**src/verilog/cgra_conf_pkg.sv**
```systemverilog
`default_nettype none

package cgra_conf_pkg;

  // ------------------------------------------------------------------
  // Memory line and header layout.
  // ------------------------------------------------------------------
  localparam int LINE_W = 512;
  localparam int QTD_W = 32;

  localparam int HDR_PE_QTD_LSB = 0;
  localparam int HDR_NET_QTD_LSB = 32;
  localparam int HDR_RD_MASK_LSB = 64;
  localparam int HDR_WR_MASK_LSB = 96;

  // ------------------------------------------------------------------
  // Configuration words.
  // ------------------------------------------------------------------
  localparam int PE_WORDS_PER_LINE = 8;
  localparam int NET_WORDS_PER_LINE = 16;
  localparam int PE_SLOT_W = LINE_W / PE_WORDS_PER_LINE;
  localparam int NET_SLOT_W = LINE_W / NET_WORDS_PER_LINE;

  // Bit positions inside one 64-bit PE slot.
  localparam int PE_OP_LSB = 0;
  localparam int PE_DATA_HI_LSB = 8;
  localparam int PE_ID_LSB = 16;
  localparam int PE_DATA_LO_LSB = 32;

  typedef struct packed {
    logic [39:0] data;
    logic [15:0] id;
    logic [3:0]  op;
  } pe_conf_word_t;

  typedef struct packed {
    logic [15:0] route;      // High half of the slot.
    logic [15:0] switch_id;  // Low half of the slot.
  } net_conf_word_t;

  typedef enum logic [0:0] {
    SEL_PE  = 1'b0,
    SEL_NET = 1'b1
  } conf_sel_t;

  localparam int CONF_PAYLOAD_W = 60;

endpackage

`default_nettype wire

```
**src/verilog/conf_word_fifo.sv**
```systemverilog
`timescale 1ns/1ns
`default_nettype none

module conf_word_fifo #(
  parameter type payload_t = logic [31:0],
  parameter int DEPTH = 4
) (
  input  wire           clk,
  input  wire           rst,
  input  wire           push,
  input  wire payload_t push_data,
  output logic          full,
  input  wire           pop,
  output payload_t      pop_data,
  output logic          empty
);

  localparam int PTR_W = (DEPTH > 1) ? $clog2(DEPTH) : 1;
  localparam int CNT_W = $clog2(DEPTH + 1);

  payload_t mem [DEPTH];
  logic [PTR_W-1:0] wr_ptr;
  logic [PTR_W-1:0] rd_ptr;
  logic [CNT_W-1:0] count;

  // Wrap at DEPTH so any depth works, not only powers of two.
  function automatic logic [PTR_W-1:0] next_ptr(input logic [PTR_W-1:0] ptr);
    logic [PTR_W-1:0] nxt;
    if (ptr == PTR_W'(DEPTH - 1)) begin
      nxt = '0;
    end else begin
      nxt = ptr + 1'b1;
    end
    return nxt;
  endfunction

  assign full = (count == CNT_W'(DEPTH));
  assign empty = (count == '0);
  assign pop_data = mem[rd_ptr];  // Head is visible before the pop.

  always_ff @(posedge clk) begin
    if (push) begin
      mem[wr_ptr] <= push_data;
    end
  end

  always_ff @(posedge clk) begin
    if (rst) begin
      wr_ptr <= '0;
      rd_ptr <= '0;
      count <= '0;
    end else begin
      if (push) begin
        wr_ptr <= next_ptr(wr_ptr);
      end
      if (pop) begin
        rd_ptr <= next_ptr(rd_ptr);
      end
      count <= count + CNT_W'(push) - CNT_W'(pop);
    end
  end

  // The producer must honour full, the consumer must honour empty.
  a_no_push_full: assert property (@(posedge clk) disable iff (rst) full |-> !push);
  a_no_pop_empty: assert property (@(posedge clk) disable iff (rst) empty |-> !pop);

endmodule

`default_nettype wire

```
**src/verilog/pe_conf_control.sv**
```systemverilog
`timescale 1ns/1ns
`default_nettype none

module pe_conf_control (
  input  wire                                clk,
  input  wire                                rst,
  input  wire                                start,
  input  wire                                pe_available_read,
  output logic                               pe_req_rd_data,
  input  wire [cgra_conf_pkg::LINE_W-1:0]    pe_rd_data,
  input  wire                                pe_rd_data_valid,
  output logic                               push,
  output cgra_conf_pkg::pe_conf_word_t       word,
  input  wire                                full,
  output logic [cgra_conf_pkg::QTD_W-1:0]    qtd_net_conf,
  output logic                               net_start,
  output logic [1:0]                         read_fifo_mask,
  output logic [1:0]                         write_fifo_mask,
  output logic                               done
);

  localparam int SLOT_CNT_W = $clog2(cgra_conf_pkg::PE_WORDS_PER_LINE);

  typedef enum logic [2:0] {
    ST_IDLE,
    ST_REQUEST,
    ST_WAIT_DATA,
    ST_HEADER,
    ST_SEND,
    ST_DONE
  } state_t;

  state_t state;
  logic header_seen;
  logic [cgra_conf_pkg::LINE_W-1:0] line;
  logic [cgra_conf_pkg::QTD_W-1:0] qtd_pe_conf;
  logic [cgra_conf_pkg::QTD_W-1:0] sent_cnt;
  logic [SLOT_CNT_W-1:0] slot_cnt;
  logic last_slot;
  logic last_word;

  // ------------------------------------------------------------------
  // Handshake and word extraction.
  // ------------------------------------------------------------------
  assign pe_req_rd_data = (state == ST_REQUEST) && pe_available_read;
  assign push = (state == ST_SEND) && !full;
  assign done = (state == ST_DONE);

  assign last_slot = (slot_cnt == SLOT_CNT_W'(cgra_conf_pkg::PE_WORDS_PER_LINE - 1));
  assign last_word = (sent_cnt == qtd_pe_conf - 1'b1);

  // Lowest 64-bit slot of the line holds the current word.
  always_comb begin
    word.op = line[cgra_conf_pkg::PE_OP_LSB +: 4];
    word.id = line[cgra_conf_pkg::PE_ID_LSB +: 16];
    word.data = {line[cgra_conf_pkg::PE_DATA_HI_LSB +: 8],
                 line[cgra_conf_pkg::PE_DATA_LO_LSB +: 32]};
  end

  // ------------------------------------------------------------------
  // Control FSM.
  // ------------------------------------------------------------------
  always_ff @(posedge clk) begin
    if (rst) begin
      state <= ST_IDLE;
      header_seen <= 1'b0;
      net_start <= 1'b0;
      qtd_pe_conf <= '0;
      qtd_net_conf <= '0;
      read_fifo_mask <= '0;
      write_fifo_mask <= '0;
      sent_cnt <= '0;
      slot_cnt <= '0;
    end else begin
      net_start <= 1'b0;
      case (state)
        ST_IDLE: begin
          if (start) begin
            header_seen <= 1'b0;
            state <= ST_REQUEST;
          end
        end
        ST_REQUEST: begin
          if (pe_available_read) begin
            state <= ST_WAIT_DATA;
          end
        end
        ST_WAIT_DATA: begin
          if (pe_rd_data_valid) begin
            line <= pe_rd_data;
            slot_cnt <= '0;
            state <= header_seen ? ST_SEND : ST_HEADER;
          end
        end
        ST_HEADER: begin
          qtd_pe_conf <= line[cgra_conf_pkg::HDR_PE_QTD_LSB +: cgra_conf_pkg::QTD_W];
          qtd_net_conf <= line[cgra_conf_pkg::HDR_NET_QTD_LSB +: cgra_conf_pkg::QTD_W];
          read_fifo_mask <= line[cgra_conf_pkg::HDR_RD_MASK_LSB +: 2];
          write_fifo_mask <= line[cgra_conf_pkg::HDR_WR_MASK_LSB +: 2];
          header_seen <= 1'b1;
          net_start <= 1'b1;  // Network side starts with the count.
          sent_cnt <= '0;
          if (line[cgra_conf_pkg::HDR_PE_QTD_LSB +: cgra_conf_pkg::QTD_W] == '0) begin
            state <= ST_DONE;
          end else begin
            state <= ST_REQUEST;
          end
        end
        ST_SEND: begin
          if (!full) begin
            line <= line >> cgra_conf_pkg::PE_SLOT_W;
            sent_cnt <= sent_cnt + 1'b1;
            slot_cnt <= slot_cnt + 1'b1;
            if (last_word) begin
              state <= ST_DONE;
            end else if (last_slot) begin
              state <= ST_REQUEST;  // Line used up.
            end
          end
        end
        ST_DONE: begin
          state <= ST_DONE;
        end
        default: begin
          state <= ST_IDLE;
        end
      endcase
    end
  end

  // Memory answers only the one request that is outstanding.
  a_valid_when_waiting: assert property (@(posedge clk) disable iff (rst)
    pe_rd_data_valid |-> (state == ST_WAIT_DATA));

endmodule

`default_nettype wire

```
**src/verilog/net_conf_control.sv**
```systemverilog
`timescale 1ns/1ns
`default_nettype none

module net_conf_control (
  input  wire                                clk,
  input  wire                                rst,
  input  wire                                net_start,
  input  wire [cgra_conf_pkg::QTD_W-1:0]     qtd_net_conf,
  input  wire                                net_available_read,
  output logic                               net_req_rd_data,
  input  wire [cgra_conf_pkg::LINE_W-1:0]    net_rd_data,
  input  wire                                net_rd_data_valid,
  output logic                               push,
  output cgra_conf_pkg::net_conf_word_t      word,
  input  wire                                full,
  output logic                               done
);

  localparam int SLOT_CNT_W = $clog2(cgra_conf_pkg::NET_WORDS_PER_LINE);

  typedef enum logic [2:0] {
    ST_IDLE,
    ST_REQUEST,
    ST_WAIT_DATA,
    ST_SEND,
    ST_DONE
  } state_t;

  state_t state;
  logic [cgra_conf_pkg::LINE_W-1:0] line;
  logic [cgra_conf_pkg::QTD_W-1:0] sent_cnt;
  logic [SLOT_CNT_W-1:0] slot_cnt;
  logic last_slot;
  logic last_word;

  assign net_req_rd_data = (state == ST_REQUEST) && net_available_read;
  assign push = (state == ST_SEND) && !full;
  assign done = (state == ST_DONE);

  assign last_slot = (slot_cnt == SLOT_CNT_W'(cgra_conf_pkg::NET_WORDS_PER_LINE - 1));
  assign last_word = (sent_cnt == qtd_net_conf - 1'b1);  // Count is held steady.

  always_comb begin
    word = line[cgra_conf_pkg::NET_SLOT_W-1:0];
  end

  // ------------------------------------------------------------------
  // Request and unpack cycle, 16 slots per line.
  // ------------------------------------------------------------------
  always_ff @(posedge clk) begin
    if (rst) begin
      state <= ST_IDLE;
      sent_cnt <= '0;
      slot_cnt <= '0;
    end else begin
      case (state)
        ST_IDLE: begin
          if (net_start) begin
            sent_cnt <= '0;
            // Empty network section needs no read at all.
            state <= (qtd_net_conf == '0) ? ST_DONE : ST_REQUEST;
          end
        end
        ST_REQUEST: begin
          if (net_available_read) begin
            state <= ST_WAIT_DATA;
          end
        end
        ST_WAIT_DATA: begin
          if (net_rd_data_valid) begin
            line <= net_rd_data;
            slot_cnt <= '0;
            state <= ST_SEND;
          end
        end
        ST_SEND: begin
          if (!full) begin
            line <= line >> cgra_conf_pkg::NET_SLOT_W;
            sent_cnt <= sent_cnt + 1'b1;
            slot_cnt <= slot_cnt + 1'b1;
            if (last_word) begin
              state <= ST_DONE;
            end else if (last_slot) begin
              state <= ST_REQUEST;
            end
          end
        end
        ST_DONE: begin
          state <= ST_DONE;
        end
        default: begin
          state <= ST_IDLE;
        end
      endcase
    end
  end

endmodule

`default_nettype wire

```
**src/verilog/conf_bus_merge.sv**
```systemverilog
`timescale 1ns/1ns
`default_nettype none

module conf_bus_merge #(
  parameter int CREDITS = 4,
  parameter int FIFO_DEPTH = 4
) (
  input  wire                                         clk,
  input  wire                                         rst,
  input  wire                                         pe_push,
  input  wire cgra_conf_pkg::pe_conf_word_t           pe_word,
  output logic                                        pe_full,
  input  wire                                         pe_done,
  input  wire                                         net_push,
  input  wire cgra_conf_pkg::net_conf_word_t          net_word,
  output logic                                        net_full,
  input  wire                                         net_done,
  output logic                                        conf_valid,
  output cgra_conf_pkg::conf_sel_t                    conf_sel,
  output logic [cgra_conf_pkg::CONF_PAYLOAD_W-1:0]    conf_payload,
  input  wire                                         credit_return,
  output logic                                        done
);

  localparam int CRED_W = $clog2(CREDITS + 1);
  localparam int NET_PAD =
    cgra_conf_pkg::CONF_PAYLOAD_W - $bits(cgra_conf_pkg::net_conf_word_t);

  cgra_conf_pkg::pe_conf_word_t pe_head;
  cgra_conf_pkg::net_conf_word_t net_head;
  cgra_conf_pkg::conf_sel_t last_sel;
  logic pe_empty;
  logic net_empty;
  logic pe_pop;
  logic net_pop;
  logic issue;
  logic grant_net;
  logic [CRED_W-1:0] credit_cnt;

  conf_word_fifo #(
    .payload_t(cgra_conf_pkg::pe_conf_word_t),
    .DEPTH(FIFO_DEPTH)
  ) u_pe_fifo (
    .clk(clk),
    .rst(rst),
    .push(pe_push),
    .push_data(pe_word),
    .full(pe_full),
    .pop(pe_pop),
    .pop_data(pe_head),
    .empty(pe_empty)
  );

  conf_word_fifo #(
    .payload_t(cgra_conf_pkg::net_conf_word_t),
    .DEPTH(FIFO_DEPTH)
  ) u_net_fifo (
    .clk(clk),
    .rst(rst),
    .push(net_push),
    .push_data(net_word),
    .full(net_full),
    .pop(net_pop),
    .pop_data(net_head),
    .empty(net_empty)
  );

  // ------------------------------------------------------------------
  // Round robin, gated by the credit counter.
  // ------------------------------------------------------------------
  always_comb begin
    if (!pe_empty && !net_empty) begin
      grant_net = (last_sel == cgra_conf_pkg::SEL_PE);
    end else begin
      grant_net = !net_empty;
    end
  end

  assign issue = (credit_cnt != '0) && !(pe_empty && net_empty);
  assign pe_pop = issue && !grant_net;
  assign net_pop = issue && grant_net;

  always_ff @(posedge clk) begin
    if (rst) begin
      credit_cnt <= CRED_W'(CREDITS);
      last_sel <= cgra_conf_pkg::SEL_NET;  // PE wins the first tie.
      conf_valid <= 1'b0;
      done <= 1'b0;
    end else begin
      credit_cnt <= credit_cnt - CRED_W'(issue) + CRED_W'(credit_return);
      conf_valid <= issue;
      if (issue) begin
        last_sel <= grant_net ? cgra_conf_pkg::SEL_NET : cgra_conf_pkg::SEL_PE;
      end
      if (pe_done && net_done && pe_empty && net_empty) begin
        done <= 1'b1;  // Held until reset.
      end
    end
  end

  always_ff @(posedge clk) begin
    if (issue) begin
      conf_sel <= grant_net ? cgra_conf_pkg::SEL_NET : cgra_conf_pkg::SEL_PE;
      conf_payload <= grant_net ? {{NET_PAD{1'b0}}, net_head} : pe_head;
    end
  end

  // The array never returns more credits than it was given.
  a_credit_bound: assert property (@(posedge clk) disable iff (rst)
    credit_cnt <= CRED_W'(CREDITS));

endmodule

`default_nettype wire

```
**src/verilog/cgra_conf_loader.sv**
```systemverilog
`timescale 1ns/1ns
`default_nettype none

module cgra_conf_loader #(
  parameter int CREDITS = 4,
  parameter int FIFO_DEPTH = 4
) (
  input  wire                                         clk,
  input  wire                                         rst,
  input  wire                                         start,
  input  wire                                         pe_available_read,
  output logic                                        pe_req_rd_data,
  input  wire [cgra_conf_pkg::LINE_W-1:0]             pe_rd_data,
  input  wire                                         pe_rd_data_valid,
  input  wire                                         net_available_read,
  output logic                                        net_req_rd_data,
  input  wire [cgra_conf_pkg::LINE_W-1:0]             net_rd_data,
  input  wire                                         net_rd_data_valid,
  output logic                                        conf_valid,
  output cgra_conf_pkg::conf_sel_t                    conf_sel,
  output logic [cgra_conf_pkg::CONF_PAYLOAD_W-1:0]    conf_payload,
  input  wire                                         credit_return,
  output logic [1:0]                                  read_fifo_mask,
  output logic [1:0]                                  write_fifo_mask,
  output logic [cgra_conf_pkg::QTD_W-1:0]             qtd_net_conf,
  output logic                                        done
);

  cgra_conf_pkg::pe_conf_word_t pe_word;
  cgra_conf_pkg::net_conf_word_t net_word;
  logic pe_push;
  logic pe_full;
  logic pe_done;
  logic net_push;
  logic net_full;
  logic net_done;
  logic net_start;

  pe_conf_control u_pe_ctrl (
    .clk(clk),
    .rst(rst),
    .start(start),
    .pe_available_read(pe_available_read),
    .pe_req_rd_data(pe_req_rd_data),
    .pe_rd_data(pe_rd_data),
    .pe_rd_data_valid(pe_rd_data_valid),
    .push(pe_push),
    .word(pe_word),
    .full(pe_full),
    .qtd_net_conf(qtd_net_conf),
    .net_start(net_start),
    .read_fifo_mask(read_fifo_mask),
    .write_fifo_mask(write_fifo_mask),
    .done(pe_done)
  );

  net_conf_control u_net_ctrl (
    .clk(clk),
    .rst(rst),
    .net_start(net_start),
    .qtd_net_conf(qtd_net_conf),
    .net_available_read(net_available_read),
    .net_req_rd_data(net_req_rd_data),
    .net_rd_data(net_rd_data),
    .net_rd_data_valid(net_rd_data_valid),
    .push(net_push),
    .word(net_word),
    .full(net_full),
    .done(net_done)
  );

  conf_bus_merge #(
    .CREDITS(CREDITS),
    .FIFO_DEPTH(FIFO_DEPTH)
  ) u_merge (
    .clk(clk),
    .rst(rst),
    .pe_push(pe_push),
    .pe_word(pe_word),
    .pe_full(pe_full),
    .pe_done(pe_done),
    .net_push(net_push),
    .net_word(net_word),
    .net_full(net_full),
    .net_done(net_done),
    .conf_valid(conf_valid),
    .conf_sel(conf_sel),
    .conf_payload(conf_payload),
    .credit_return(credit_return),
    .done(done)
  );

endmodule

`default_nettype wire

```
**config.mk**
```make
export PLATFORM = sky130hd
export DESIGN_NAME = cgra_conf_loader
export DESIGN_NICKNAME = d
export VERILOG_FILES = /design/src/verilog/cgra_conf_pkg.sv /design/src/verilog/conf_word_fifo.sv /design/src/verilog/pe_conf_control.sv /design/src/verilog/net_conf_control.sv /design/src/verilog/conf_bus_merge.sv /design/src/verilog/cgra_conf_loader.sv
export SDC_FILE = /design/constraint.sdc
export NUM_CORES = 2
export LEC_CHECK = 0
export BUFFER_PORTS_ARGS = -buffer_cell sky130_fd_sc_hd__buf_2
export CAP_MARGIN = 10
export CORE_AREA = 2 2 444 446
export CTS_CLUSTER_DIAMETER = 50
export CTS_CLUSTER_SIZE = 25
export DETAILED_ROUTE_END_ITERATION = 8
export DIE_AREA = 0 0 446 448
export HOLD_SLACK_MARGIN = 0.02
export SLEW_MARGIN = 10
export SYNTH_ARGS = -nofsm -noshare
export SYNTH_HDL_FRONTEND = slang
export SYNTH_SLANG_ARGS = --single-unit
```
**constraint.sdc**
```tcl
create_clock -name clk -period 51.3 [get_ports clk]
set_input_delay 5.13 -clock clk [delete_from_list [all_inputs] [get_ports clk]]
set_output_delay 5.13 -clock clk [all_outputs]
set_load 0.1 [all_outputs]
```
==> qor.csv <==
metric,value,unit
outcome,finished clean,
Num CTS Buffers,166,
setup TNS,0,ns
Synth Flop Type,edfxtp_1,
Max IR drop VDD,0.0341,mV
final hold vios,0,
Placed Area,76200,µm²
mean cell area of the mapped netlist,11.4,µm²
post-route ant nets,0,
DRC Markers,0,
register area share after synthesis,0.692,
Post-CTS Resized,0,
Rows,162,
PD cells,39.8,nW/µm²
share of synthesized registers carrying an async set or reset,0,
placed instance count,9395,
CP max FO,3,
htree depth,4,
RSZ-0062 raised after global routing,false,
DP Wirelength,157000,µm
crit start category,primary input,
DR WL/cell,22.2,µm
crit path kind,in2out,
CTS Buffer Depth,3,
TritonCTS clock tree,done,
# fillers,18600,
nets,8079,
mapped cell area,68000,µm²
vias in the first global route,46100,
gr usage total,0.210,
area delta synth->final,20.5,%
PortBufs,1132,
First-pass DRT Iterations,6,
initial antenna violation count,109,
syn_nets,7045,
Final GP Congestion,0.922,
clock sinks,1624,
grt total ovfl,0,
Tmin final,11.83,ns
final setup fails,0,
routed wire length,217000,µm
distinct cell type count after synthesis,83,
Fmax,0.0845,GHz
Yosys reg bits,1624,
global-route wire length before repair,306000,µm
largest net degree at the start of global routing,196,
layout cell share with drive strength beyond 1,0.229,
final non-filler cell total,9753,
Die Wd,446,µm
Design Power,0.00326,W
DR iter-0 viols,4515,
Vias,47900,
Post-synth EDFFs,1453,
slew at the pin closest to its max-slew limit,1.14,ns
Post-Synthesis Cells,5987,
Final Instance Area,81900,µm²
vias per std cell,4.91,
Post-CTS Hold Buffers,0,
clk slew on worst S/H paths,0.07,ns
Pins Over Slew Limit,0,
Worst EP arrival,6.70,ns
leak pwr,32.7,nW
fin crit share,0.231,
CP Capture Type,primary output,
setup repair bufs after CTS,0,
Max Cap Viol,0,
Worst slew margin,0.242,
worst skew pair latency,0.83,ns
Hold WS,0.470,ns
Layout Skew,0.0370,ns
DIE AREA,200000,µm²
top-level I/O count,1133,
Initial Util,0.350,
Root Driver,clkbuf_16,
worst hold path class,reg2reg,
core box area,195000,µm²
Die Height,448,µm
Syn. warnings,0,
Worst EP required,46.17,ns
-- sequential cells by signal (all words and copies together), names as in the netlist, 3 cells and up, named ones only --
| name | count |
|---|---|
| u_pe_ctrl.sent_cnt | 32 |
| u_pe_ctrl.qtd_pe_conf | 32 |
| u_net_ctrl.slot_cnt | 4 |
| u_pe_ctrl.slot_cnt | 3 |
| u_merge.u_pe_fifo.count | 3 |
| u_net_ctrl.state | 3 |
| u_merge.credit_cnt | 3 |
| u_merge.conf_payload | 60 |
| u_pe_ctrl.line | 512 |
| u_net_ctrl.line | 512 |
| u_pe_ctrl.state | 3 |
| u_net_ctrl.sent_cnt | 32 |
| u_merge.u_net_fifo.mem | 128 |
| u_merge.u_net_fifo.count | 3 |
| u_merge.u_pe_fifo.mem | 240 |
| u_pe_ctrl.qtd_net_conf | 32 |
-- final cells by class --
type                    instances  area, µm²  area share
flip-flops and latches       1624      47100       0.574
clock buffers                 180       4230      0.0516
well taps                    2542       3180      0.0388
diodes                         49        123     0.00150
inverters                      34        129     0.00157
multi-input cells            4016      19700       0.241
clock inverters               129       1430      0.0174
repair buffers               1179       6080      0.0742
-- worst max-delay path: stages --
cell     delay, ns
buf_2         0.15
nor4b_1       0.83
buf_2         0.57
-- routing by layer --
layer / up-vias / GRT usage / share of wire
met1: 23300 / 0.274 / 0.41
met3: 437 / 0.0492 / 0.071
met2: 1687 / 0.343 / 0.48
met4: 52 / 0.0734 / 0.036
met5: - / 0 / 0.0014
li1: 22500 / - / -
-- power by group --
group          internal, W  switching, W  total [W]
Clock             0.000674      0.000575    0.00125
Sequential         0.00149     0.0000221    0.00152
Combinational     0.000135      0.000365   0.000500
-- path summary, 6_finish.rpt --
kind	from	depth (start not counted)	slack, ns	to
max reg2reg	u_pe_ctrl.state[2]	7	46.70	u_pe_ctrl.line[409]
min reg2reg	u_pe_ctrl.write_fifo_mask[1]	2	0.47	u_pe_ctrl.write_fifo_mask[1]
min	u_pe_ctrl.write_fifo_mask[1]	2	0.47	u_pe_ctrl.write_fifo_mask[1]
max	net_available_read	3	39.47	net_req_rd_data
-- cell families (layout without fill, tap and decap cells) --
group           after synthesis  after routing  share of synthesized area
simple gates               3502           3502                      0.209
flops                      1624           1624                      0.692
buf+inv                     347           1522                     0.0194
compound gates              223            223                     0.0200
mux                         144            144                     0.0388
xor+xnor                    121            121                     0.0156
fa+ha+maj                    26             26                    0.00511
other cells                   0             49                          0
-- per-stage QoR --
stage          worst slack [ns]   util
2_1_floorplan             22.98      -
3_3_place_gp              39.47  0.391
3_5_place_dp              39.50  0.391
4_1_cts                   39.49  0.420
5_1_grt                   39.45  0.421
6_report                  39.47  0.421
-- cells in the final DEF, fill, tap and decap left out, types with 16 or more instances in the layout --
master,instances
mux4_2,92
clkbuf_16,167
o211ai_1,17
buf_2,1131
xor2_1,54
nor3_1,26
clkinv_4,17
inv_1,32
clkinvlp_4,21
nand3_1,34
xnor2_1,67
o21ai_0,24
nor4_1,32
nand2_1,2990
nand4_1,33
diode_2,49
edfxtp_1,1453
and3_1,22
nor2b_1,104
dfxtp_1,168
and2_1,40
a21oi_1,118
inv_6,21
ha_1,23
buf_4,43
nor2_1,110
clkinv_2,16
or3_1,25
mux2_2,36
-- synth_stat cells, types with 23 or more instances --
master,number,share of area
a21oi_1,119,0.0088
and2_1,41,0.0038
and3_1,26,0.0024
clkbuf_1,297,0.016
dfxtp_1,171,0.050
edfxtp_1,1453,0.64
ha_1,23,0.0042
inv_1,33,0.0018
mux2_2,36,0.0060
mux4_2,92,0.030
nand2_1,2992,0.17
nand3_1,34,0.0025
nand4_1,33,0.0030
nor2_1,111,0.0061
nor2b_1,104,0.0096
nor3_1,26,0.0019
nor4_1,33,0.0030
o21ai_0,24,0.0018
or3_1,26,0.0024
xnor2_1,67,0.0086
xor2_1,54,0.0070
No activity file was read; power rests on OpenSTA's default activity.
